### config.mk
export PLATFORM = sky130hd
export DESIGN_NAME = loadStoreUnit
export DESIGN_NICKNAME = d
export VERILOG_FILES = /design/src/hw/femtoPkg.sv /design/src/hw/loadStoreUnit.sv
export SDC_FILE = /design/constraint.sdc
export NUM_CORES = 1
export LEC_CHECK = 0
export BUFFER_PORTS_ARGS = -buffer_cell sky130_fd_sc_hd__buf_2
export CAP_MARGIN = 20
export CORE_AREA = 2 2 98 100
export DETAILED_ROUTE_END_ITERATION = 8
export DIE_AREA = 0 0 100 102
export PLACE_DENSITY = 0.67
export SYNTH_ARGS = -nofsm -noshare
export SYNTH_HDL_FRONTEND = slang
export SYNTH_SLANG_ARGS = --single-unit
### constraint.sdc
create_clock -name vclk -period 9.44
set_input_delay 2.832 -clock vclk [all_inputs]
set_output_delay 2.832 -clock vclk [all_outputs]
set_load 0.01 [all_outputs]
### src/hw/femtoPkg.sv
package femtoPkg;

   localparam int XLEN     = 32;  // Data word width
   localparam int NUM_REGS = 32;  // Integer register count

   // Major opcodes, value is instr[6:2]
   typedef enum logic [4:0] {
      OPC_LOAD   = 5'b00000,  // rd <- mem[rs1+Iimm]
      OPC_OPIMM  = 5'b00100,  // rd <- rs1 OP Iimm
      OPC_AUIPC  = 5'b00101,  // rd <- PC + Uimm
      OPC_STORE  = 5'b01000,  // mem[rs1+Simm] <- rs2
      OPC_OP     = 5'b01100,  // rd <- rs1 OP rs2, also MUL/DIV
      OPC_LUI    = 5'b01101,  // rd <- Uimm
      OPC_BRANCH = 5'b11000,  // if (rs1 OP rs2) PC <- PC+Bimm
      OPC_JALR   = 5'b11001,  // rd <- PC+4, PC <- rs1+Iimm
      OPC_JAL    = 5'b11011,  // rd <- PC+4, PC <- PC+Jimm
      OPC_OTHER  = 5'b11111   // Not part of RV32IM
   } opcodeE;

   // Controller states, one bit each
   typedef enum logic [3:0] {
      FETCH_INSTR     = 4'b0001,
      WAIT_INSTR      = 4'b0010,
      EXECUTE         = 4'b0100,
      WAIT_ALU_OR_MEM = 4'b1000
   } coreStateE;

   typedef struct packed {
      opcodeE          opcode;
      logic [4:0]      rdId;
      logic [4:0]      rs1Id;
      logic [4:0]      rs2Id;
      logic [2:0]      funct3;
      logic            altOp;     // instr[30], SUB and SRA
      logic            isMulDiv;  // M extension op
      logic [XLEN-1:0] imm;       // Immediate in the opcode's own format
      logic            useImm;    // Second ALU source is imm
   } decodedT;

   typedef struct packed {
      logic [XLEN-1:0] aluOut;     // Result of the selected operation
      logic [XLEN-1:0] aluPlus;    // Plain sum, also the JALR target
      logic            predicate;  // Branch taken
   } aluResultT;

endpackage

### src/hw/loadStoreUnit.sv
`timescale 1ns/1ns

module loadStoreUnit #(
   parameter int addrWidth = 24
) (
   input  femtoPkg::decodedT         dec,
   input  logic [femtoPkg::XLEN-1:0] rs1,
   input  logic [femtoPkg::XLEN-1:0] rs2,
   input  logic [femtoPkg::XLEN-1:0] rData,
   output logic [femtoPkg::XLEN-1:0] addr,
   output logic [femtoPkg::XLEN-1:0] wData,
   output logic [3:0]                storeMask,
   output logic [femtoPkg::XLEN-1:0] loadData
);
   import femtoPkg::*;

   logic [addrWidth-1:0] lsAddr;
   logic                 byteAccess;
   logic                 halfAccess;
   logic                 loadSign;
   logic [15:0]          loadHalf;
   logic [7:0]           loadByte;

   // imm is already Simm for stores and Iimm for loads
   assign lsAddr = rs1[addrWidth-1:0] + dec.imm[addrWidth-1:0];
   assign addr   = XLEN'(lsAddr);

   assign byteAccess = (dec.funct3[1:0] == 2'b00);
   assign halfAccess = (dec.funct3[1:0] == 2'b01);

   // Replicate the low byte/half so every lane sees it
   assign wData[7:0]   = rs2[7:0];
   assign wData[15:8]  = lsAddr[0] ? rs2[7:0] : rs2[15:8];
   assign wData[23:16] = lsAddr[1] ? rs2[7:0] : rs2[23:16];
   assign wData[31:24] = lsAddr[0] ? rs2[7:0] : lsAddr[1] ? rs2[15:8] : rs2[31:24];

   always_comb begin
      if (byteAccess)
         storeMask = 4'b0001 << lsAddr[1:0];
      else if (halfAccess)
         storeMask = lsAddr[1] ? 4'b1100 : 4'b0011;
      else
         storeMask = 4'b1111;
   end

   // Pick the addressed half, then the byte inside it
   assign loadHalf = lsAddr[1] ? rData[31:16] : rData[15:0];
   assign loadByte = lsAddr[0] ? loadHalf[15:8] : loadHalf[7:0];
   assign loadSign = !dec.funct3[2] & (byteAccess ? loadByte[7] : loadHalf[15]);

   assign loadData = byteAccess ? {{24{loadSign}}, loadByte} :
                     halfAccess ? {{16{loadSign}}, loadHalf} :
                                  rData;

endmodule

==> reports/results.txt <==
Slew @ Worst Pin = 907 ps
Setup TNS = 0 ps
Mapped Avg Cell Area = 6.70 µm²
Final WL = 9.72 mm
DIE WIDTH = 100 µm
Initial cell density of the core = 25.4%
Row count = 35
Die H = 102 µm
Number of max-cap violations = 0
Unrepaired setup endpoints after global routing = false
Final hold slack = 5890 ps
Wirelength per Cell = 15.2 µm
Commonest cells after routing, fill and taps aside = 207 x buf_2, 70 x nand2_1, 27 x a21oi_1
Synthesized instance count = 346
Area of the multi-input gates = 2080 µm²
Hold buffer count at cts = 0
Clock Buffer Count = 0
Commonest non-fill, non-tap cell in the layout = buf_2
CP Capture Type = primary output
Nets = 707
Status = complete, no violations
Critical path fanouts, max = 27
GR Util All Layers = 17.3%
Static leakage = 0.00184 µW
FF+latch area = 0 µm²
Setup Buffers After CTS = 0
Overflow after GRT = 0
Slew Limit Fails = 0
Peak supply drop = 0.0514 mV
Via count = 3215
Fin crit share = 86.9%
FF+latch count = 0
DP HPWL = 8.48 mm
Detail Route Antenna Nets = 0
Inserted Diodes = 0
Synth unique cells = 56
Drt pass-1 iters = 4
Register area share after synthesis = 0%
Top-area cell type share of the netlist area = 12.4%
Post-CTS Resized = 0
CP startpoint kind = primary input
Ports = 254
Vias in the first global route = 3078
Layout cells sized above 1 = 46.9%
Top cells by area, synth = ha_1 12%, mux2_2 12%, nand2_1 11%, buf_4 6.2%, a21oi_1 5.8%
Fin crit period = 8200 ps
Post-Syn Area = 2320 µm²
Final setup viols = 0
Final GP Congestion = 0.893
Critical path class = primary input to primary output
Fillers = 1016
Yosys top cell by area = ha_1
Largest net degree at the start of global routing = 43
Average vias per placed instance = 5.04
Area added between synthesis and finish = 43.5%
Die ar. = 10200 µm²
Post-route DRC = 0
Final hold vios = 0
Port-buffer cells = 207
Initial antenna violation count = 0
Slew HR = 39.1%
Final Non-Filler Cells = 638
CORE AREA = 9110 µm²
Worst Hold Class = primary input to primary output
Fmax = 122 MHz
Placed Area = 3320 µm²
PD cells = 82.7 nW/µm²
Inst Count DP = 638
Fin area = 3320 µm²
First-pass GRT wire length = 14.4 mm
Synthesis warning total = 0
Worst Path Arrival = 5370 ps
WP data required = 6610 ps
Initial DRC Count = 149
## critical path, stage by stage
cell     delay, ps
buf_2          100
ha_1           210
fa_1           680
buf_4          340
nor2b_1        660
nand2_1        110
o21ai_0        100
a221o_1        180
buf_2          130
## worst paths after layout
kind | start | end | slack (ps) | cells after the start
setup / recovery | dec[1] | loadData[13] | 1240 | 9
hold / removal | rs2[1] | wData[1] | 5890 | 2
## routing by layer
layer	vias to the layer above	GRT usage [%]	wire length, µm
li1	1581	-	-
met1	1455	22.3	4110
met2	163	31.1	4580
met3	16	2.33	841
met4	0	2.95	181
met5	-	0	0
## cells by family (layout without fill, tap and decap cells)
kind of cell    count (synthesis)  count (layout)  share of synthesized area, %
simple gates                  125             125                          24.6
mux                            26              26                          12.6
compound gates                100             100                          30.2
xor+xnor                       21              21                          7.94
fa+ha+maj                      24              24                          13.3
buf+inv                        49             223                          11.3
other cells                     1               8                         0.162
## synth_stat cells (8+ instances only)
cell type,count
nand2_1,70
nor2_1,17
a221o_1,8
a21oi_1,27
ha_1,23
xor2_1,8
nand2b_1,9
nand3_1,9
o21ai_0,24
xnor2_1,13
buf_4,19
clkbuf_1,10
mux2_2,25
a31oi_1,8
inv_1,14
## area by class of cell
cell class                 instances  share of cell area [%]
inverter                          14                    1.58
multi-input combinational        304                    62.6
tap                              111                    4.18
timing repair buffer             209                    31.6
## through the flow
| stage | total power (µW) | util (%) | worst slack [ps] |
|---|---|---|---|
| detailed placement | 274 | 36.5 | 1260 |
| global placement | 269 | 36.5 | 1340 |
| finish | 275 | 36.5 | 1240 |
| floorplan | 172 | - | 1850 |
| CTS | 275 | 36.5 | 1270 |
| global route | 299 | 36.5 | 1060 |
## power breakdown
group          leakage [µW]  total [µW]  switching (µW)  internal (µW)
registers                 0           0               0              0
clock network             0           0               0              0
logic               0.00184         275             154            121
No activity file was read; power rests on OpenSTA's default activity.
