[src/hw/divider.sv]
`timescale 1ns/1ns

module divider (
   input  logic        CLK,
   input  logic        RST,
   input  logic        start,
   input  logic [2:0]  funct3,
   input  logic [31:0] dividend,
   input  logic [31:0] divisor,
   output logic [31:0] divOut,
   output logic        busy
);

   logic [31:0] remainder;    // Shrinks as the divisor is subtracted
   logic [62:0] divisorSh;    // Divisor walking down from bit 62
   logic [31:0] quotient;
   logic [31:0] quotientMsk;  // One bit per remaining step
   logic [31:0] divResult;
   logic        wantRem;      // REM or REMU
   logic        negResult;
   logic        isSigned;
   logic        stepDo;
   logic [31:0] remainderN;
   logic [31:0] quotientN;

   assign isSigned   = ~funct3[0];  // DIV and REM
   assign stepDo     = (divisorSh <= {31'b0, remainder});
   assign remainderN = stepDo ? remainder - divisorSh[31:0] : remainder;
   assign quotientN  = stepDo ? (quotient | quotientMsk) : quotient;

   assign busy   = |quotientMsk;
   assign divOut = negResult ? -divResult : divResult;

   always_ff @(posedge CLK) begin
      if (RST) begin
         quotientMsk <= '0;
      end else if (start) begin
         quotientMsk <= 32'h8000_0000;
      end else begin
         quotientMsk <= quotientMsk >> 1;  // Reaches zero after 32 steps
      end
   end

   // Work on magnitudes, the sign is put back on the way out
   always_ff @(posedge CLK) begin
      if (start) begin
         remainder <= (isSigned && dividend[31]) ? -dividend : dividend;
         divisorSh <= {((isSigned && divisor[31]) ? -divisor : divisor), 31'b0};
         quotient  <= '0;
         wantRem   <= funct3[1];
         // Remainder follows the dividend, quotient the xor, zero divisor stays -1
         negResult <= isSigned & (funct3[1] ? dividend[31]
                                            : (dividend[31] ^ divisor[31]) & (|divisor));
      end else begin
         remainder <= remainderN;
         divisorSh <= divisorSh >> 1;
         quotient  <= quotientN;
      end
      divResult <= wantRem ? remainderN : quotientN;
   end

endmodule

[config.mk]
export PLATFORM = sky130hd
export DESIGN_NAME = divider
export DESIGN_NICKNAME = d
export VERILOG_FILES = /design/src/hw/divider.sv
export SDC_FILE = /design/constraint.sdc
export NUM_CORES = 1
export LEC_CHECK = 0
export ABC_AREA = 1
export BUFFER_PORTS_ARGS = -buffer_cell sky130_fd_sc_hd__buf_2
export CAP_MARGIN = 20
export CORE_MARGIN = 2
export CORE_UTILIZATION = 40
export CTS_CLUSTER_DIAMETER = 60
export DETAILED_ROUTE_END_ITERATION = 12
export GPL_ROUTABILITY_DRIVEN = 1
export PLACE_DENSITY = 0.64
export SLEW_MARGIN = 20
export SYNTH_ARGS = -nofsm -noshare
export SYNTH_HDL_FRONTEND = slang
export SYNTH_SLANG_ARGS = --single-unit
[constraint.sdc]
create_clock -name CLK -period 4.15 [get_ports CLK]
set_input_delay 0.415 -clock CLK [delete_from_list [all_inputs] [get_ports CLK]]
set_output_delay 0.415 -clock CLK [all_outputs]
set_load 0.005 [all_outputs]
==> qor.csv <==
stage,metric,value,unit
global_route,grt_max_degree,83,
routing,vias,11600,
pwr,p_leak,6.79,nW
logic_synthesis,yosys.cell_types.count,45,
hold_path,hp-class,in -> reg,
global_route,grt_pass1_wl,55600,µm
critical_path,cp-startpoint,negResult$_DFFE_PP_,
clock_network,cts_root_buffer,clkbuf_16,
logic_synthesis,syn_area_per_cell,6.37,µm²
clock_network,clk_path_buf_depth,2,
logic_synthesis,synth_nets,2012,
final_layout,drive_gt1_frac,0.0870,
pwr,p_seq_frac,0.407,
clock_network,cts_sinks,193,
routing,wl_met3,2000,µm
logic_synthesis,yosysMostFrequentCell,nand2_1,
pwr,p_clk_frac,0.348,
pwr,p_int,3.29,mW
logic_synthesis,ys_seq_elements,193,
clock_network,clkTransAtPathRegs,80,ps
timing,layout_setup_ws,948,ps
final_layout,layout.cells.non_filler,2359,
routing,drc,0,
timing,fmax,312,MHz
die,io-pin-count,103,
critical_path,crit_path_max_fanout,20,
critical_path,arrival,2790,ps
final_layout,nets,2089,
timing,drv_slew,0,
die,initial_utilization,0.405,
die,coreArea,29500,µm²
routing,first_pass_iters,5,
pwr,p_sw,1.78,mW
timing,rsz0062_at_grt,no,
clock_network,post-cts-setup-buffer-count,0,
placement,numPortBuffers,101,
logic_synthesis,synthCells,1875,
placement,dp_slack,1210,ps
routing,drt-met1-wl,15400,µm
global_route,track_usage,0.228,
global_route,overflow,0,
placement,hpwlAfterDp,27300,µm
logic_synthesis,synth_commonest_cells,"nand2_1, inv_1, dfxtp_1",
global_route,antenna_found_initial,9,
logic_synthesis,async_reset_ff_frac,0,
final_layout,nFillCells,3151,
routing,wire_per_inst,14.8,µm
clock_network,cts-resized-gates,0,
die,die_h,177,µm
critical_path,startpoint_type,register,
routing,ant_nets,0,
logic_synthesis,synth_seq_area_share,0.325,
logic_synthesis,synth.area.top_cells,"dfxtp_1, nand2_1, inv_1",
global_route,grt_pass1_vias,10700,
routing,top_layer,met5,
pwr,peakVddDrop,0.285,mV
job,maxCapViolations,0,
hold_path,min_path_cells,2,
die,fp.dieW,177,µm
logic_synthesis,yosysWarnings,0,
timing,relSlewSlack,0.369,
logic_synthesis,syn_area,11900,µm²
logic_synthesis,synth_edf_count,2,
timing,whs,141,ps
final_layout,area_delta_synth_final,12.5,%
timing,fin_crit_sh,0.771,
timing,finalClockSkew,14.8,ps
logic_synthesis,yosys_most_used_dff,dfxtp_1,
pwr,power_density,377,nW/µm²
clock_network,htree_levels,4,
critical_path,r2r_start,remainder[16]$_DFF_P_,
critical_path,rr_worst_depth,15,
die,design.die.area,31200,µm²
logic_synthesis,synth_top_family_by_area,simple AND/OR/NAND/NOR gates,
die,fp-row-count,63,
routing,routed_wl,34800,µm
logic_synthesis,yosysTopAreaCell,dfxtp_1,
placement,place_inst,2323,
logic_synthesis,yosys.area_share.xor_xnor,0.0631,
pwr,p_sw_frac,0.351,
timing,worst_pin_slew,947,ps
routing,drt_first_iter_violations,848,
timing,setup_tns,0,ps
timing,final-hold-violation-count,0,
clock_network,cts.hold.buffers_added,0,
critical_path,cp-end-kind,output port,
clock_network,cts_tree,done,
logic_synthesis,synth_fa_ha_area_frac,0.0708,
outcome,status,completed,
timing,period_minus_slack,3200,ps
routing,via_per_inst,4.90,
critical_path,critPathKind,reg -> out,
timing,setup_viol,0,
routing,wl_met2,16200,µm
clock_network,clk_latency,450,ps
pwr,pwr-share-comb,0.245,
logic_synthesis,netlist.area_leader.share,0.320,
logic_synthesis,synthMuxAreaShare,0,
logic_synthesis,synth_compound_area_frac,0.0796,
critical_path,required,3730,ps
hold_path,min_from,RST,
logic_synthesis,yosys.area_share.simple,0.353,
clock_network,cts_buffers,17,
placement,place.gp.congestion,0.906,
## layout make-up
type / count / area, µm² / area share
multi-input cells: 1349 / 6760 / 0.503
flip-flops and latches: 193 / 3880 / 0.289
inverters: 280 / 1050 / 0.0782
repair buffers: 111 / 603 / 0.0449
well taps: 390 / 488 / 0.0363
clock buffers: 17 / 425 / 0.0317
clock inverters: 15 / 211 / 0.0157
diodes: 4 / 10.0 / 0.000745
## per-layer routing
metal | GRT usage | vias to the layer above
met5 | 0 | -
met3 | 0.0485 | 57
li1 | - | 5978
met4 | 0.0840 | 10
met1 | 0.290 | 5217
met2 | 0.379 | 288
## worst max-delay path: stages, from the launching register on
cell      delay (ps)
edfxtp_1         850
inv_1            470
o21ai_0          600
nor2_1           110
xor2_1           170
buf_2            140
## registers in the layout (all words and copies together) (netlist names)
register	cells
remainder	32
quotient	32
negResult	1
quotientMsk	32
divisorSh	63
divResult	32
wantRem	1
## power groups by stage
stage	clock network (mW)	logic, mW	registers, mW
after floorplan	0	0.841	2.07
after global placement	0	1.22	2.10
after detailed placement	0	1.23	2.11
after CTS	1.80	1.24	2.06
after global routing	1.88	1.40	2.08
final	1.77	1.24	2.06
## cell usage in the layout, fill, tap and decap left out, drive strengths merged, types with 2 or more instances in the layout
cell type  netlist  layout
o21bai           2       2
nand4           22      22
nand2          622     622
dfxtp          191     191
clkbuf          30      17
ha              66      66
a21oi           93      93
diode            0       4
a21o             3       3
nor4            20      20
nand3          117     117
clkinv           2       9
edfxtp           2       2
nand3b           2       2
xor2            65      65
o31ai            4       4
xnor2           21      21
or2              9       9
buf             23     111
o21ai           71      71
nor3            23      23
nor2           196     196
a31oi            5       5
inv            278     284
and3             2       2
## worst paths after layout
check | end | slack [ps]
worst max register to register | remainder[14]$_DFF_P_ | 1160
worst min register to register | quotientMsk[0]$_SDFF_PP0_ | 440
worst min-delay path | quotientMsk[31]$_SDFF_PP0_ | 140
worst max-delay path | divOut[26] | 950
## cell families (layout without fill, tap and decap cells)
family,after synthesis,in the layout
simple gates,1014,1014
buf+inv,333,423
flops,193,193
compound gates,182,182
xor+xnor,86,86
fa+ha+maj,67,67
other cells,0,4
## per-stage QoR
stage | total power, mW | utilization | instance area (µm²)
final | 5.07 | 0.456 | 13400
after global routing | 5.37 | 0.456 | 13400
after CTS | 5.10 | 0.455 | 13400
after detailed placement | 3.34 | 0.434 | 12800
after global placement | 3.32 | 0.433 | 12800
after floorplan | 2.91 | - | 11900
Power figures use the tool's default switching activity.
