`src/hw/femtoPkg.sv`:
```
package femtoPkg;

   localparam int XLEN     = 32;  // Data word width
   localparam int NUM_REGS = 32;  // Integer register count

   // Major opcodes, value is instr[6:2]
   typedef enum logic [4:0] {
      OPC_LOAD   = 5'b00000,  // rd <- mem[rs1+Iimm]
      OPC_OPIMM  = 5'b00100,  // rd <- rs1 OP Iimm
      OPC_AUIPC  = 5'b00101,  // rd <- PC + Uimm
      OPC_STORE  = 5'b01000,  // mem[rs1+Simm] <- rs2
      OPC_OP     = 5'b01100,  // rd <- rs1 OP rs2, also MUL/DIV
      OPC_LUI    = 5'b01101,  // rd <- Uimm
      OPC_BRANCH = 5'b11000,  // if (rs1 OP rs2) PC <- PC+Bimm
      OPC_JALR   = 5'b11001,  // rd <- PC+4, PC <- rs1+Iimm
      OPC_JAL    = 5'b11011,  // rd <- PC+4, PC <- PC+Jimm
      OPC_OTHER  = 5'b11111   // Not part of RV32IM
   } opcodeE;

   // Controller states, one bit each
   typedef enum logic [3:0] {
      FETCH_INSTR     = 4'b0001,
      WAIT_INSTR      = 4'b0010,
      EXECUTE         = 4'b0100,
      WAIT_ALU_OR_MEM = 4'b1000
   } coreStateE;

   typedef struct packed {
      opcodeE          opcode;
      logic [4:0]      rdId;
      logic [4:0]      rs1Id;
      logic [4:0]      rs2Id;
      logic [2:0]      funct3;
      logic            altOp;     // instr[30], SUB and SRA
      logic            isMulDiv;  // M extension op
      logic [XLEN-1:0] imm;       // Immediate in the opcode's own format
      logic            useImm;    // Second ALU source is imm
   } decodedT;

   typedef struct packed {
      logic [XLEN-1:0] aluOut;     // Result of the selected operation
      logic [XLEN-1:0] aluPlus;    // Plain sum, also the JALR target
      logic            predicate;  // Branch taken
   } aluResultT;

endpackage

```
`src/hw/alu.sv`:
```
`timescale 1ns/1ns

module alu (
   input  femtoPkg::decodedT         dec,
   input  logic [femtoPkg::XLEN-1:0] in1,
   input  logic [femtoPkg::XLEN-1:0] in2,
   output logic [femtoPkg::XLEN-1:0] aluOut,
   output logic [femtoPkg::XLEN-1:0] aluPlus,
   output logic                      predicate
);
   import femtoPkg::*;

   logic [XLEN:0]            aluMinus;   // Carry out doubles as unsigned borrow
   logic                     lt;
   logic                     ltu;
   logic                     eq;
   logic [XLEN-1:0]          in1Rev;     // in1 with its bit order reversed
   logic [XLEN-1:0]          shiftIn;
   logic [XLEN:0]            shiftFull;  // Extra MSB carries the SRA sign
   logic [XLEN-1:0]          shifted;
   logic [XLEN-1:0]          leftShift;
   logic [XLEN-1:0]          baseOut;
   logic                     sign1;
   logic                     sign2;
   logic signed [XLEN:0]     mulIn1;
   logic signed [XLEN:0]     mulIn2;
   logic signed [2*XLEN+1:0] product;
   logic [XLEN-1:0]          mulOut;

   // Shared adder, used by ADD, ADDI and JALR
   assign aluPlus = in1 + in2;

   // One 33-bit subtract serves SUB and every comparison
   assign aluMinus = {1'b1, ~in2} + {1'b0, in1} + 1'b1;
   assign lt       = (in1[XLEN-1] ^ in2[XLEN-1]) ? in1[XLEN-1] : aluMinus[XLEN];
   assign ltu      = aluMinus[XLEN];
   assign eq       = (aluMinus[XLEN-1:0] == '0);

   // Left shifts reuse the right shifter on bit-reversed data
   assign in1Rev    = {<<{in1}};
   assign shiftIn   = (dec.funct3 == 3'b001) ? in1Rev : in1;
   assign shiftFull = $signed({dec.altOp & in1[XLEN-1], shiftIn}) >>> in2[4:0];
   assign shifted   = shiftFull[XLEN-1:0];
   assign leftShift = {<<{shifted}};

   always_comb begin
      case (dec.funct3)
         // altOp alone would hit ADDI immediates, so the register form is needed too
         3'b000:  baseOut = (dec.altOp && dec.opcode == OPC_OP) ? aluMinus[XLEN-1:0]
                                                                 : aluPlus;
         3'b001:  baseOut = leftShift;
         3'b010:  baseOut = XLEN'(lt);
         3'b011:  baseOut = XLEN'(ltu);
         3'b100:  baseOut = in1 ^ in2;
         3'b101:  baseOut = shifted;           // SRL or SRA
         3'b110:  baseOut = in1 | in2;
         default: baseOut = in1 & in2;
      endcase
   end

   // MULH signs both operands, MULHSU only the first
   assign sign1   = in1[XLEN-1] & (dec.funct3 == 3'b001 || dec.funct3 == 3'b010);
   assign sign2   = in2[XLEN-1] & (dec.funct3 == 3'b001);
   assign mulIn1  = {sign1, in1};
   assign mulIn2  = {sign2, in2};
   assign product = mulIn1 * mulIn2;

   // DIV/REM codes land here too, the core takes the divider result instead
   assign mulOut = (dec.funct3 == 3'b000) ? product[XLEN-1:0] : product[2*XLEN-1:XLEN];

   assign aluOut = dec.isMulDiv ? mulOut : baseOut;

   always_comb begin
      case (dec.funct3)
         3'b000:  predicate = eq;    // BEQ
         3'b001:  predicate = !eq;   // BNE
         3'b100:  predicate = lt;    // BLT
         3'b101:  predicate = !lt;   // BGE
         3'b110:  predicate = ltu;   // BLTU
         3'b111:  predicate = !ltu;  // BGEU
         default: predicate = 1'b0;
      endcase
   end

endmodule

```
`config.mk`:
```
export PLATFORM = sky130hd
export DESIGN_NAME = alu
export DESIGN_NICKNAME = d
export VERILOG_FILES = /design/src/hw/femtoPkg.sv /design/src/hw/alu.sv
export SDC_FILE = /design/constraint.sdc
export NUM_CORES = 2
export LEC_CHECK = 0
export BUFFER_PORTS_ARGS = -buffer_cell sky130_fd_sc_hd__buf_2
export CAP_MARGIN = 40
export CORE_UTILIZATION = 25
export DETAILED_ROUTE_END_ITERATION = 10
export PLACE_DENSITY = 0.51
export SETUP_SLACK_MARGIN = 0.05
export SYNTH_ARGS = -nofsm -noshare
export SYNTH_HDL_FRONTEND = slang
export SYNTH_SLANG_ARGS = --single-unit
```
`constraint.sdc`:
```
create_clock -name vclk -period 16.4
set_input_delay 0.82 -clock vclk [all_inputs]
set_output_delay 0.82 -clock vclk [all_outputs]
set_load 0.03 [all_outputs]
```
==> run summary <==
The flow ran to the end, and the final reports show no timing, DRC or antenna violations. The number of top-level pins is 187. The hold-fix buffer count after cts is 0.

The relative slew slack came out at 34.2%. The final core utilization came out at 27.2%. The die covers 0.185 mm².

The clock period minus final worst setup slack is 12.93 ns. The sequential area share after synthesis is 0%. The sum of overflow across all layers after global routing came out at 0. Detailed placement finished with a half-perimeter wire length of 165 mm. The worst hold path was traced through 3 stages. The final critical-path share of the clock period is 78.9%.

The area growth from synthesis to final layout is 7.58%. The critical path's slowest cell is sky130_fd_sc_hd__fa_1. The post-CTS setup-driven buffer insertion count is 0. Across the run, the number of max-cap violations was 0. The routed via count divided by cell count is 4.99. Setup violations remaining at the end of the flow were counted as 0. The first-pass GRT wire length is 294 mm.

Counting distinct cell types in the post-synthesis netlist gives 84. The number of nets still failing antenna checks after routing is 0. Clock buffers in the final layout number 0. The net count after synthesis is 7082. The maximum fanout count along the critical path is 12.

The path class of the tightest hold or removal check is primary input to output pin. The largest net degree at the start of global routing is 55. The mean instance size in the synthesized netlist is 8.29 µm².

The initial antenna violation count was 27. The sequential cell count came out at 0. The type of the worst setup path is primary input to output pin. After clock tree synthesis, the repair step resized 0 gates. Summing all flip-flop and latch instances after layout gives 0 µm². In this run the most critical hold path is launched from dec[33]. Routability-driven placement finished with a final weighted congestion of 1.02.

During placement, the flow inserted port buffers numbering 139. The number of buffer and inverter stages on the critical path is 11. The library cells used most frequently in the layout, excluding fill and tap cells, are 1275 x sky130_fd_sc_hd__inv_1, 1127 x sky130_fd_sc_hd__fa_1, 864 x sky130_fd_sc_hd__nand2_1.

The vertical extent of the die is 430 µm. The width of the chip came out at 430 µm. Setup repair after global routing left no endpoint under its margin. The via count came out at 39134. After detailed routing, the total wire length is 204 mm.

The worst setup path is captured at an output pin. The count of cell instances traversed by the critical path came out at 33. The remaining routing DRC violations is 0.

Once the floorplan was initialized, standard cells occupied 25.2% of the core. The final total negative setup slack came out at 0 ns. The pin slew with the least headroom to its limit came out at 0.986 ns.

STA puts the critical path data arrival time at 12.11 ns. The final count of pins violating max slew is 0. The via count of the first global-routing pass came to 40814. The instance count of the mapped netlist is 5525.

The final layout net count is 7019. The number of endpoints with negative hold slack in the final report came out at 0. The count of yosys warnings during synthesis is 0. In this run the standard cell core region covers 0.181 mm².

The post-synthesis instance area came out at 0.0458 mm². The site row count came out at 156. Counting the fill cells in the layout gives 19730. The family with the most delay on the worst path is adder cells. The share of layout cells above drive strength 1 is 6.25%.

The multi-input combinational cell area is 0.0397 mm². After detailed routing, the average wire length per cell comes to 26.0 µm. The highest achievable clock rate came out at 0.0773 GHz. The leading cell type in the layout, fill and taps excluded is sky130_fd_sc_hd__inv_1. The worst setup path is launched from a primary input.

The biggest cell delay along the critical path is 0.94 ns. The critical path data required time is 15.58 ns. The worst hold path terminates at aluOut[20]. The first detailed-routing pass took 5 iterations. The DRC marker count from the first detailed-route iteration is 3943. The global router's overall resource usage came out at 21.9%.
worst max-delay path by stage:
stage               startpoint         end  slack (ns)
floorplan               in2[1]  aluOut[28]        5.82
global placement       dec[36]  aluOut[28]        3.53
detailed placement     dec[36]  aluOut[28]        3.47
CTS                    dec[36]  aluOut[28]        3.42
global route           dec[36]  aluOut[24]        2.99
finish                 dec[36]  aluOut[24]        3.47
synth_stat cells (all sizes together), types with 15 or more instances:
library cell	instances	area, µm²
nor3	41	205
a31oi	31	194
fa	1127	22600
nand2b	22	138
nor4	25	163
a21o	39	293
nand4	18	113
o211ai	38	290
nor2	501	1880
inv	1286	4830
nand3	34	170
o21bai	16	120
a21oi	197	990
xnor2	109	955
a211oi	36	288
ha	308	3850
nor2b	15	93.8
xor2	27	236
o31ai	17	133
clkbuf	238	895
mux4	36	811
nand2	864	3240
mux2i	61	611
buf	87	348
o21ai	150	751
logic make-up (layout without fill, tap and decap cells):
family | Yosys count | in the layout | synth area share (%)
multiplexers | 102 | 102 | 3.23
XOR/XNOR | 136 | 136 | 2.60
adder cells (fa/ha/maj) | 1435 | 1435 | 57.7
buffers and inverters | 1621 | 1556 | 13.3
AO/OA/AOI/OAI | 657 | 657 | 9.19
other | 0 | 7 | 0
AND/OR/NAND/NOR | 1574 | 1574 | 13.9
final cells by class:
cell class	count	area share (%)
Tap cell	2370	6.02
Antenna cell	7	0.0356
Timing Repair Buffer	260	3.48
Multi-Input combinational cell	3904	80.6
Inverter	1296	9.88
through the flow:
stage               setup WS, ns  instances  cell area, µm²  hold slack, ns
CTS                         3.42       7829           49200            2.23
global route                2.99       7834           49200            2.23
global placement            3.53       7812           49000            2.23
finish                      3.47       7837           49300            2.24
floorplan                   5.82       5525           45800            1.98
detailed placement          3.47       7829           49200            2.23
routing by layer:
metal | vias to the layer above | global-route usage, % | share of wire [%] | routed length [µm]
met4 | 18 | 7.10 | 3.9 | 7950
met5 | - | 0 | 0.059 | 120
met3 | 326 | 3.82 | 7.9 | 16100
li1 | 16506 | - | - | -
met2 | 1694 | 35.9 | 47 | 95100
met1 | 20590 | 29.1 | 41 | 84200
