<file path="src/hw/femtoPkg.sv">
package femtoPkg;

   localparam int XLEN     = 32;  // Data word width
   localparam int NUM_REGS = 32;  // Integer register count

   // Major opcodes, value is instr[6:2]
   typedef enum logic [4:0] {
      OPC_LOAD   = 5'b00000,  // rd <- mem[rs1+Iimm]
      OPC_OPIMM  = 5'b00100,  // rd <- rs1 OP Iimm
      OPC_AUIPC  = 5'b00101,  // rd <- PC + Uimm
      OPC_STORE  = 5'b01000,  // mem[rs1+Simm] <- rs2
      OPC_OP     = 5'b01100,  // rd <- rs1 OP rs2, also MUL/DIV
      OPC_LUI    = 5'b01101,  // rd <- Uimm
      OPC_BRANCH = 5'b11000,  // if (rs1 OP rs2) PC <- PC+Bimm
      OPC_JALR   = 5'b11001,  // rd <- PC+4, PC <- rs1+Iimm
      OPC_JAL    = 5'b11011,  // rd <- PC+4, PC <- PC+Jimm
      OPC_OTHER  = 5'b11111   // Not part of RV32IM
   } opcodeE;

   // Controller states, one bit each
   typedef enum logic [3:0] {
      FETCH_INSTR     = 4'b0001,
      WAIT_INSTR      = 4'b0010,
      EXECUTE         = 4'b0100,
      WAIT_ALU_OR_MEM = 4'b1000
   } coreStateE;

   typedef struct packed {
      opcodeE          opcode;
      logic [4:0]      rdId;
      logic [4:0]      rs1Id;
      logic [4:0]      rs2Id;
      logic [2:0]      funct3;
      logic            altOp;     // instr[30], SUB and SRA
      logic            isMulDiv;  // M extension op
      logic [XLEN-1:0] imm;       // Immediate in the opcode's own format
      logic            useImm;    // Second ALU source is imm
   } decodedT;

   typedef struct packed {
      logic [XLEN-1:0] aluOut;     // Result of the selected operation
      logic [XLEN-1:0] aluPlus;    // Plain sum, also the JALR target
      logic            predicate;  // Branch taken
   } aluResultT;

endpackage

</file>
<file path="src/hw/instrDecoder.sv">
`timescale 1ns/1ns

module instrDecoder (
   input  logic [31:0]       instr,
   output femtoPkg::decodedT dec
);
   import femtoPkg::*;

   logic [XLEN-1:0] iImm;
   logic [XLEN-1:0] sImm;
   logic [XLEN-1:0] bImm;
   logic [XLEN-1:0] uImm;
   logic [XLEN-1:0] jImm;
   opcodeE          opcode;

   // The five immediate formats, all sign extended from bit 31
   assign iImm = {{21{instr[31]}}, instr[30:20]};
   assign sImm = {{21{instr[31]}}, instr[30:25], instr[11:7]};
   assign bImm = {{20{instr[31]}}, instr[7], instr[30:25], instr[11:8], 1'b0};
   assign uImm = {instr[31:12], 12'b0};
   assign jImm = {{12{instr[31]}}, instr[19:12], instr[20], instr[30:21], 1'b0};

   // Only 32-bit encodings of known majors are accepted
   always_comb begin
      case (opcodeE'(instr[6:2]))
         OPC_LOAD, OPC_OPIMM, OPC_AUIPC, OPC_STORE, OPC_OP,
         OPC_LUI, OPC_BRANCH, OPC_JALR, OPC_JAL:
            opcode = (instr[1:0] == 2'b11) ? opcodeE'(instr[6:2]) : OPC_OTHER;
         default:
            opcode = OPC_OTHER;
      endcase
   end

   always_comb begin
      dec.opcode   = opcode;
      dec.rdId     = instr[11:7];
      dec.rs1Id    = instr[19:15];
      dec.rs2Id    = instr[24:20];
      dec.funct3   = instr[14:12];
      dec.altOp    = instr[30];
      dec.isMulDiv = (opcode == OPC_OP) && instr[25];  // funct7 = 0000001
      // Register forms and branches compare rs1 with rs2
      dec.useImm   = !(opcode inside {OPC_OP, OPC_BRANCH});
      case (opcode)
         OPC_LOAD, OPC_OPIMM, OPC_JALR: dec.imm = iImm;
         OPC_STORE:                     dec.imm = sImm;
         OPC_BRANCH:                    dec.imm = bImm;
         OPC_LUI, OPC_AUIPC:            dec.imm = uImm;
         OPC_JAL:                       dec.imm = jImm;
         default:                       dec.imm = '0;
      endcase
   end

endmodule

</file>
<file path="config.mk">
export PLATFORM = sky130hd
export DESIGN_NAME = instrDecoder
export DESIGN_NICKNAME = d
export VERILOG_FILES = /design/src/hw/femtoPkg.sv /design/src/hw/instrDecoder.sv
export SDC_FILE = /design/constraint.sdc
export NUM_CORES = 1
export LEC_CHECK = 0
export ABC_AREA = 1
export BUFFER_PORTS_ARGS = -buffer_cell sky130_fd_sc_hd__buf_2
export CELL_PAD_IN_SITES_DETAIL_PLACEMENT = 0
export CELL_PAD_IN_SITES_GLOBAL_PLACEMENT = 2
export CORE_MARGIN = 2
export CORE_UTILIZATION = 16
export DETAILED_ROUTE_END_ITERATION = 8
export GPL_TIMING_DRIVEN = 1
export PLACE_DENSITY_LB_ADDON = 0.1
export SYNTH_ARGS = -nofsm -noshare
export SYNTH_HDL_FRONTEND = slang
export SYNTH_SLANG_ARGS = --single-unit
</file>
<file path="constraint.sdc">
create_clock -name vclk -period 3.6
set_clock_uncertainty 0.05 [all_clocks]
set_input_delay 0.72 -clock vclk [all_inputs]
set_output_delay 0.72 -clock vclk [all_outputs]
set_load 0.02 [all_outputs]
</file>
==> flow_summary.json, run 1 <==
{
  "status": "finished clean",
  "wl_per_cell_um": 11.6,
  "rsz0062_at_grt": "false",
  "yosysWarnings": 0,
  "dr.pass1.iters": 4,
  "synthDominantCellAreaShare_pct": 23.8,
  "arrival_ns": 2.34,
  "p_leak_nw": 0.867,
  "timing.critical_path.fanout_max": 11,
  "grt_max_degree": 20,
  "final_cell_mix": "buf_2, nand2_1, nand3_1, a21oi_1, nor2_1",
  "slowest_stage": "nor2_2",
  "cp-start-kind": "primary input",
  "tns_ns": 0,
  "ctsHoldBuffers": 0,
  "syn_nets": 196,
  "ys_types": 20,
  "setup_viol": 0,
  "remaining_drc_errors": 0,
  "cp_data_required_time_ns": 2.83,
  "crit_path_end": "dec[28]",
  "path_class": "primary input to output port",
  "n_sequential_cell": 0,
  "syn_inst": 164,
  "grt_pass1_vias": 1183,
  "final_layout_size_suffix_gt1_share_pct": 47.2,
  "num-fill-cells": 622,
  "grt.total_usage_pct": 11.3,
  "power.total_mw": 0.0912,
  "timing.fmax_mhz": 321,
  "wl_um": 3490,
  "drt_iter0_markers": 63,
  "top_level_ports": 90,
  "grt_overflow_total": 0,
  "relSlewSlack_pct": 68.5,
  "nClkBuffers": 0,
  "cellPowerDensity_mw_per_mm2": 74.2,
  "setup_slack_ns": 0.485,
  "yosysSeqAreaShare_pct": 0,
  "synth_area_leaders": "nand2_1, buf_4, nand3_1, a21oi_1, nand4_1",
  "slew_viol_final": 0,
  "syn-cell-area_um2": 866,
  "syn-mean-instance-area_um2": 5.28,
  "core-area_mm2": 0.00517,
  "fp-row-count": 26,
  "die_height_um": 77.6,
  "die-area_mm2": 0.00602,
  "grt_pass1_wl_um": 5790,
  "hold_path.class": "primary input to output port",
  "cts_resized": 0,
  "route.vias.total": 1255,
  "drv_cap": 0,
  "min_period_ns": 3.11,
  "hpwl_um": 2920,
  "insertedDiodeCount": 0,
  "antenna_found_initial": 0,
  "slowest_delay_ns": 0.39,
  "final_common_cell": "buf_2",
  "ir_drop_mv": 0.0199,
  "final-seq-area_um2": 0,
  "io_buffers": 90,
  "finalHoldViolCount": 0,
  "crit_chain": "buf_2 -> inv_2 -> nand2_1 -> nor2_1 -> and3_1 -> nand2_4 -> nor2_2 -> a21oi_1 -> nand2_1 -> buf_2",
  "via_per_inst": 4.17,
  "antenna_left": 0,
  "worstMarginPinSlew_ns": 0.472,
  "layout.nets": 265,
  "synthToLayoutAreaGrowth_pct": 42.1,
  "place_congestion": 0.710,
  "die_w_um": 77.6,
  "pre_cts_slack_ns": 0.455,
  "synth_area_leader_cell": "nand2_1",
  "period_share_pct": 86.5,
  "critPathLaunch": "instr[4]",
  "initial_core_util_pct": 16.7,
  "end_kind": "output port",
  "postCtsSetupBuffers": 0
}
-- synthesized netlist by cell type, drive strengths merged --
| cell | n |
|---|---|
| clkbuf | 1 |
| inv | 10 |
| nor2 | 15 |
| a21oi | 14 |
| nand3 | 26 |
| and3 | 2 |
| o21ai | 2 |
| buf | 25 |
| nand2 | 59 |
| nand4 | 10 |
-- per-stage QoR --
stage	std cells	utilization, %	instance area [µm²]	hold slack [ns]
CTS	301	23.8	1230	1.62
finish	301	23.8	1230	1.62
global route	301	23.8	1230	1.63
floorplan	164	-	866	1.50
detailed placement	301	23.8	1230	1.62
global placement	301	23.8	1230	1.62
-- worst max-delay path, delay by kind of cell --
family	cells	cell delay, ns
AO/OA/AOI/OAI	1	0.08
AND/OR/NAND/NOR	6	1.16
buffers and inverters	3	0.39
-- report_power, final --
group	switching (mW)	leakage [nW]	internal [mW]	total, mW
logic	0.0610	0.867	0.0302	0.0912
registers	0	0	0	0
clock network	0	0	0	0
total	0.0610	0.867	0.0302	0.0912
-- per-layer routing --
layer	up-vias	GRT usage [%]	part of all wire, %
met4	0	0	0
met2	47	20.9	49
met5	-	0	0
met1	549	14.4	43
li1	659	-	-
met3	0	1.98	7.6
-- worst min path at each step --
stage                         start       to  slack, ns  cells past startpoint
after detailed placement  instr[17]  dec[45]       1.62                      2
after global routing      instr[14]  dec[37]       1.63                      2
after global placement    instr[17]  dec[45]       1.62                      2
after CTS                 instr[17]  dec[45]       1.62                      2
final                     instr[17]  dec[45]       1.62                      2
after floorplan           instr[30]  dec[34]       1.50                      1
-- cell type report --
cell class                      instances  area (µm²)  share of cell area, %
Tap cell                               70        87.6                   7.12
Multi-Input combinational cell        128         632                   51.4
Inverter                               10        37.5                   3.05
Timing Repair Buffer                   93         473                   38.5
-- cell families after synthesis --
group / count (synthesis) / synth area share [%]
compound gates: 16 / 11.0
simple gates: 112 / 62.0
buf+inv: 36 / 27.0
(Power assumes the default switching activity.)
==> run 2, diff against run 1 <==
- ABC_AREA: 1 -> not set
- CORE_UTILIZATION: 16 -> 15
==> run 2 against run 1 <==
Non-clock buffer count shrank 2; final cell count shrank 25%; sequential share of layout area is the same; power grew 10%; routed wire length shrank 21%; via count shrank 21%; synthesized cell count shrank 35%; count of clock-buffer cells in the layout is the same; setup slack gained 0.088 ns; combinational power grew 11%; critical path type unchanged.
==> flow_summary.json, run 2 <==
{
  "syn-cell-area_um2": 727,
  "hold-worst-slack_ns": 1.62,
  "cts_resized": 0,
  "crit_chain": "buf_2 -> nor2b_1 -> o211ai_2 -> a21boi_2 -> a21o_1 -> buf_2",
  "end_kind": "output port",
  "postCtsSetupBuffers": 0,
  "grt_max_degree": 12,
  "via_per_inst": 4.37,
  "slowest_delay_ns": 0.48,
  "cp_data_required_time_ns": 2.83,
  "hpwl_um": 2390,
  "syn-mean-instance-area_um2": 6.79,
  "synth_mux_area_share_pct": 1.55,
  "nClkBuffers": 0,
  "final_cell_mix": "buf_2, a21o_1, nand2_1, and2_1",
  "cellPowerDensity_mw_per_mm2": 95.2,
  "insertedDiodeCount": 0,
  "arrival_ns": 2.26,
  "yosys.area_share.simple_pct": 31.3,
  "final_common_cell": "buf_2",
  "final_util_pct": 22.6,
  "route.vias.total": 991,
  "antenna_found_initial": 0,
  "die_height_um": 73.6,
  "grt_pass1_vias": 885,
  "worstMarginPinSlew_ns": 0.551,
  "place_congestion": 0.774,
  "layout.nets": 207,
  "fp-row-count": 25,
  "ys_types": 27,
  "p_leak_nw": 0.751,
  "power.total_mw": 0.101,
  "synth_compound_area_share_pct": 37.7,
  "dr.pass1.iters": 4,
  "grt.total_usage_pct": 8.89,
  "status": "finished clean",
  "slew_viol_final": 0,
  "yosys-top-cells-count": "buf_4, a21o_1, nand2_1, and2_1",
  "slowest_stage": "nor2b_1",
  "syn_inst": 107,
  "timing.critical_path.fanout_max": 11,
  "setup_viol": 0,
  "remaining_drc_errors": 0,
  "final_layout_size_suffix_gt1_share_pct": 56.1,
  "io_buffers": 90,
  "worstHoldStart": "instr[15]",
  "drv_cap": 0,
  "ctsHoldBuffers": 0,
  "die_w_um": 73.6,
  "hold_path.class": "primary input to output port",
  "period_share_pct": 84.1,
  "rsz0062_at_grt": "false",
  "synthDominantCellAreaShare_pct": 20.7,
  "yosysSeqAreaShare_pct": 0,
  "wl_per_cell_um": 12.1,
  "wl_um": 2750,
  "synth_most_common_cell": "buf_4",
  "initial_core_util_pct": 15.5,
  "tns_ns": 0,
  "drt_iter0_markers": 17,
  "min_period_ns": 3.03,
  "top_level_ports": 90,
  "synth_area_leader_cell": "buf_4",
  "n_sequential_cell": 0,
  "synth_fa_ha_area_share_pct": 0,
  "synthToLayoutAreaGrowth_pct": 45.6,
  "path_class": "primary input to output port",
  "synth_area_leaders": "buf_4, a21o_1, and2_1, nand2_1, a22o_1",
  "grt_pass1_wl_um": 4010,
  "timing.fmax_mhz": 330,
  "yosysWarnings": 0,
  "ir_drop_mv": 0.0166,
  "yosys.area_share.xor_xnor_pct": 1.20,
  "crit_path_end": "dec[22]",
  "antenna_left": 0,
  "core-area_mm2": 0.00469,
  "critPathLaunch": "instr[5]",
  "grt_overflow_total": 0,
  "die-area_mm2": 0.00542,
  "synth_top_family_by_area": "compound AO/OA/AOI/OAI gates",
  "syn_nets": 139,
  "relSlewSlack_pct": 63.2,
  "final-seq-area_um2": 0,
  "cp-start-kind": "primary input",
  "cpMostUsedCell": "buf_2",
  "finalHoldViolCount": 0
}
[run 2: changes by cell type after synthesis, moves of 4 or more]
cell / change
a21o_1: +19
a21oi_1: -11
a22o_1: +4
and2_1: +9
inv_1: -5
nand2_1: -44
nand3_1: -18
nand4_1: -9
nor2_1: -7
[run 2: per-layer routing]
layer / track usage (%) / wire length (µm) / part of all wire (%) / vias up
li1: - / - / - / 494
met1: 12.2 / 1220 / 45 / 446
met2: 15.9 / 1330 / 48 / 51
met3: 0.549 / 194 / 7.1 / 0
met4: 0.606 / 0 / 0 / 0
met5: 0 / 0 / 0 / -
[run 2: final cells by class]
| type | count | area, µm² |
|---|---|---|
| multi-input cells | 79 | 522 |
| inverters | 3 | 11.3 |
| fillers | 559 | 3630 |
| well taps | 54 | 67.6 |
| repair buffers | 91 | 458 |
[run 2: worst max-delay path: cells and delay by family]
family	cells	cell delay [ns]
simple gates	1	0.48
buf+inv	2	0.29
compound gates	3	0.78
[run 2: how the worst min path moves through the flow]
stage                    to  slack (ns)  depth (start not counted)
global placement    dec[43]        1.62                          2
detailed placement  dec[43]        1.62                          2
finish              dec[43]        1.62                          2
floorplan           dec[34]        1.50                          1
CTS                 dec[43]        1.62                          2
global route        dec[36]        1.64                          2
[run 2: metrics by stage]
step	setup slack, ns	instances	area, µm²
after floorplan	0.971	107	727
after global placement	0.582	227	1060
after detailed placement	0.560	227	1060
after CTS	0.563	227	1060
after global routing	0.343	227	1060
final	0.573	227	1060
[run 2: logic make-up (layout without fill, tap and decap cells)]
| logic type | after synthesis | count (layout) |
|---|---|---|
| buffers and inverters | 28 | 94 |
| and+or+nand+nor | 42 | 42 |
| muxes | 1 | 1 |
| AOI/OAI and AO/OA | 35 | 35 |
| xor gates and xnor gates | 1 | 1 |
[run 2: power by group]
part | switching [mW] | internal, mW
Sequential | 0 | 0
Clock | 0 | 0
Combinational | 0.0635 | 0.0372
==> run 3, diff against run 2 <==
- CORE_UTILIZATION: 15 -> 14
- clock period: 3.6 -> 3.1 ns (I/O delays scaled with it)
==> run 3 against run 2 <==
First-iteration DRC count rose by 24%; worst hold slack got worse by 0.20 ns; critical endpoint is now dec[14]; sequential share of layout area did not move; sequential cell count did not move; design area rose by 2.6%; via count fell by 1.8%; setup slack got worse by 0.15 ns.
==> flow_summary.json, run 3 (synthesis gave the netlist of run 2 again) <==
{
  "timing.fmax_mhz": 373,
  "final_layout_size_suffix_gt1_share_pct": 56.3,
  "die_w_um": 76.1,
  "place_congestion": 0.780,
  "via_per_inst": 3.99,
  "synthToLayoutAreaGrowth_pct": 49.4,
  "nClkBuffers": 0,
  "wl_um": 2930,
  "path_class": "primary input to output port",
  "cellPowerDensity_mw_per_mm2": 109,
  "insertedDiodeCount": 0,
  "initial_core_util_pct": 14.3,
  "worstMarginPinSlew_ns": 0.492,
  "arrival_ns": 2.01,
  "power_frac_comb_pct": 100.0,
  "postCtsSetupBuffers": 0,
  "seq_power_share_pct": 0,
  "drv_cap": 0,
  "dr.pass1.iters": 4,
  "placed_area_mm2": 0.00109,
  "cts_resized": 0,
  "ctsHoldBuffers": 0,
  "finalInstanceArea_mm2": 0.00109,
  "p_int_mw": 0.0440,
  "die_height_um": 76.1,
  "rsz0062_at_grt": "false",
  "multi_input_comb_area_um2": 522,
  "swShare_pct": 62.9,
  "grt_pass1_wl_um": 4980,
  "io_buffers": 90,
  "grt_pass1_vias": 1002,
  "grt.total_usage_pct": 9.72,
  "die-area_mm2": 0.00579,
  "final_common_cell": "buf_2",
  "num-fill-cells": 616,
  "timing.critical_path.fanout_max": 8,
  "top_level_ports": 90,
  "tns_ns": 0,
  "hold-worst-slack_ns": 1.42,
  "cp-start-kind": "primary input",
  "remaining_drc_errors": 0,
  "layout.nets": 208,
  "status": "finished clean",
  "core-area_mm2": 0.00507,
  "hpwl_um": 2460,
  "antenna_found_initial": 0,
  "drt_iter0_markers": 21,
  "fp-row-count": 26,
  "grt_overflow_total": 0,
  "slew_viol_final": 0,
  "end_kind": "output port",
  "cp_data_required_time_ns": 2.43,
  "n_sequential_cell": 0,
  "final_cell_mix": "buf_2, a21o_1, nand2_1, and2_1",
  "antenna_left": 0,
  "finalNonFillerCells": 244,
  "switchingPower_mw": 0.0748,
  "ir_drop_mv": 0.0254,
  "hold_path.class": "primary input to output port",
  "grt_max_degree": 12,
  "setup_viol": 0,
  "period_share_pct": 86.4,
  "route.vias.total": 973,
  "dp_cells": 244,
  "min_period_ns": 2.68,
  "wl_per_cell_um": 12.0,
  "final-seq-area_um2": 0,
  "p_leak_nw": 0.756,
  "clock_power_share_pct": 0,
  "relSlewSlack_pct": 67.0,
  "finalHoldViolCount": 0
}
==> run 3: final cells by class <==
class	count	share of cell area (%)
inverters	3	1.04
multi-input cells	79	48.0
well taps	70	8.06
repair buffers	92	42.9
==> run 3: worst paths after layout <==
check,start,end,slack [ns],depth (start not counted)
setup / recovery,instr[4],dec[14],0.42,7
hold / removal,instr[14],dec[37],1.42,2
==> run 3: power by group through the flow <==
stage	sequential (mW)	combinational [mW]	clock, mW
finish	0	0.119	0
global route	0	0.131	0
CTS	0	0.120	0
detailed placement	0	0.120	0
global placement	0	0.121	0
floorplan	0	0.0822	0
==> run 3: per-layer routing <==
layer  track usage, %  part of all wire, %  vias to the layer above
li1                 -                    -                      497
met1             12.7                   44                      436
met2             18.0                   50                       40
met3             1.18                  5.9                        0
met4            0.182                    0                        0
met5                0                    0                        -
==> run 3: worst max-delay path, stage by stage <==
cell	delay, ns
buf_2	0.15
nor2b_1	0.32
buf_4	0.21
nand3_1	0.12
a21oi_4	0.28
a21o_1	0.15
buf_2	0.15
==> run 3: metrics by stage <==
stage                     utilization [%]  power (mW)  worst slack, ns
after floorplan                         -      0.0822            0.671
after global placement               21.4       0.121            0.386
after detailed placement             21.4       0.120            0.403
after CTS                            21.4       0.120            0.406
after global routing                 21.4       0.131            0.202
final                                21.4       0.119            0.422
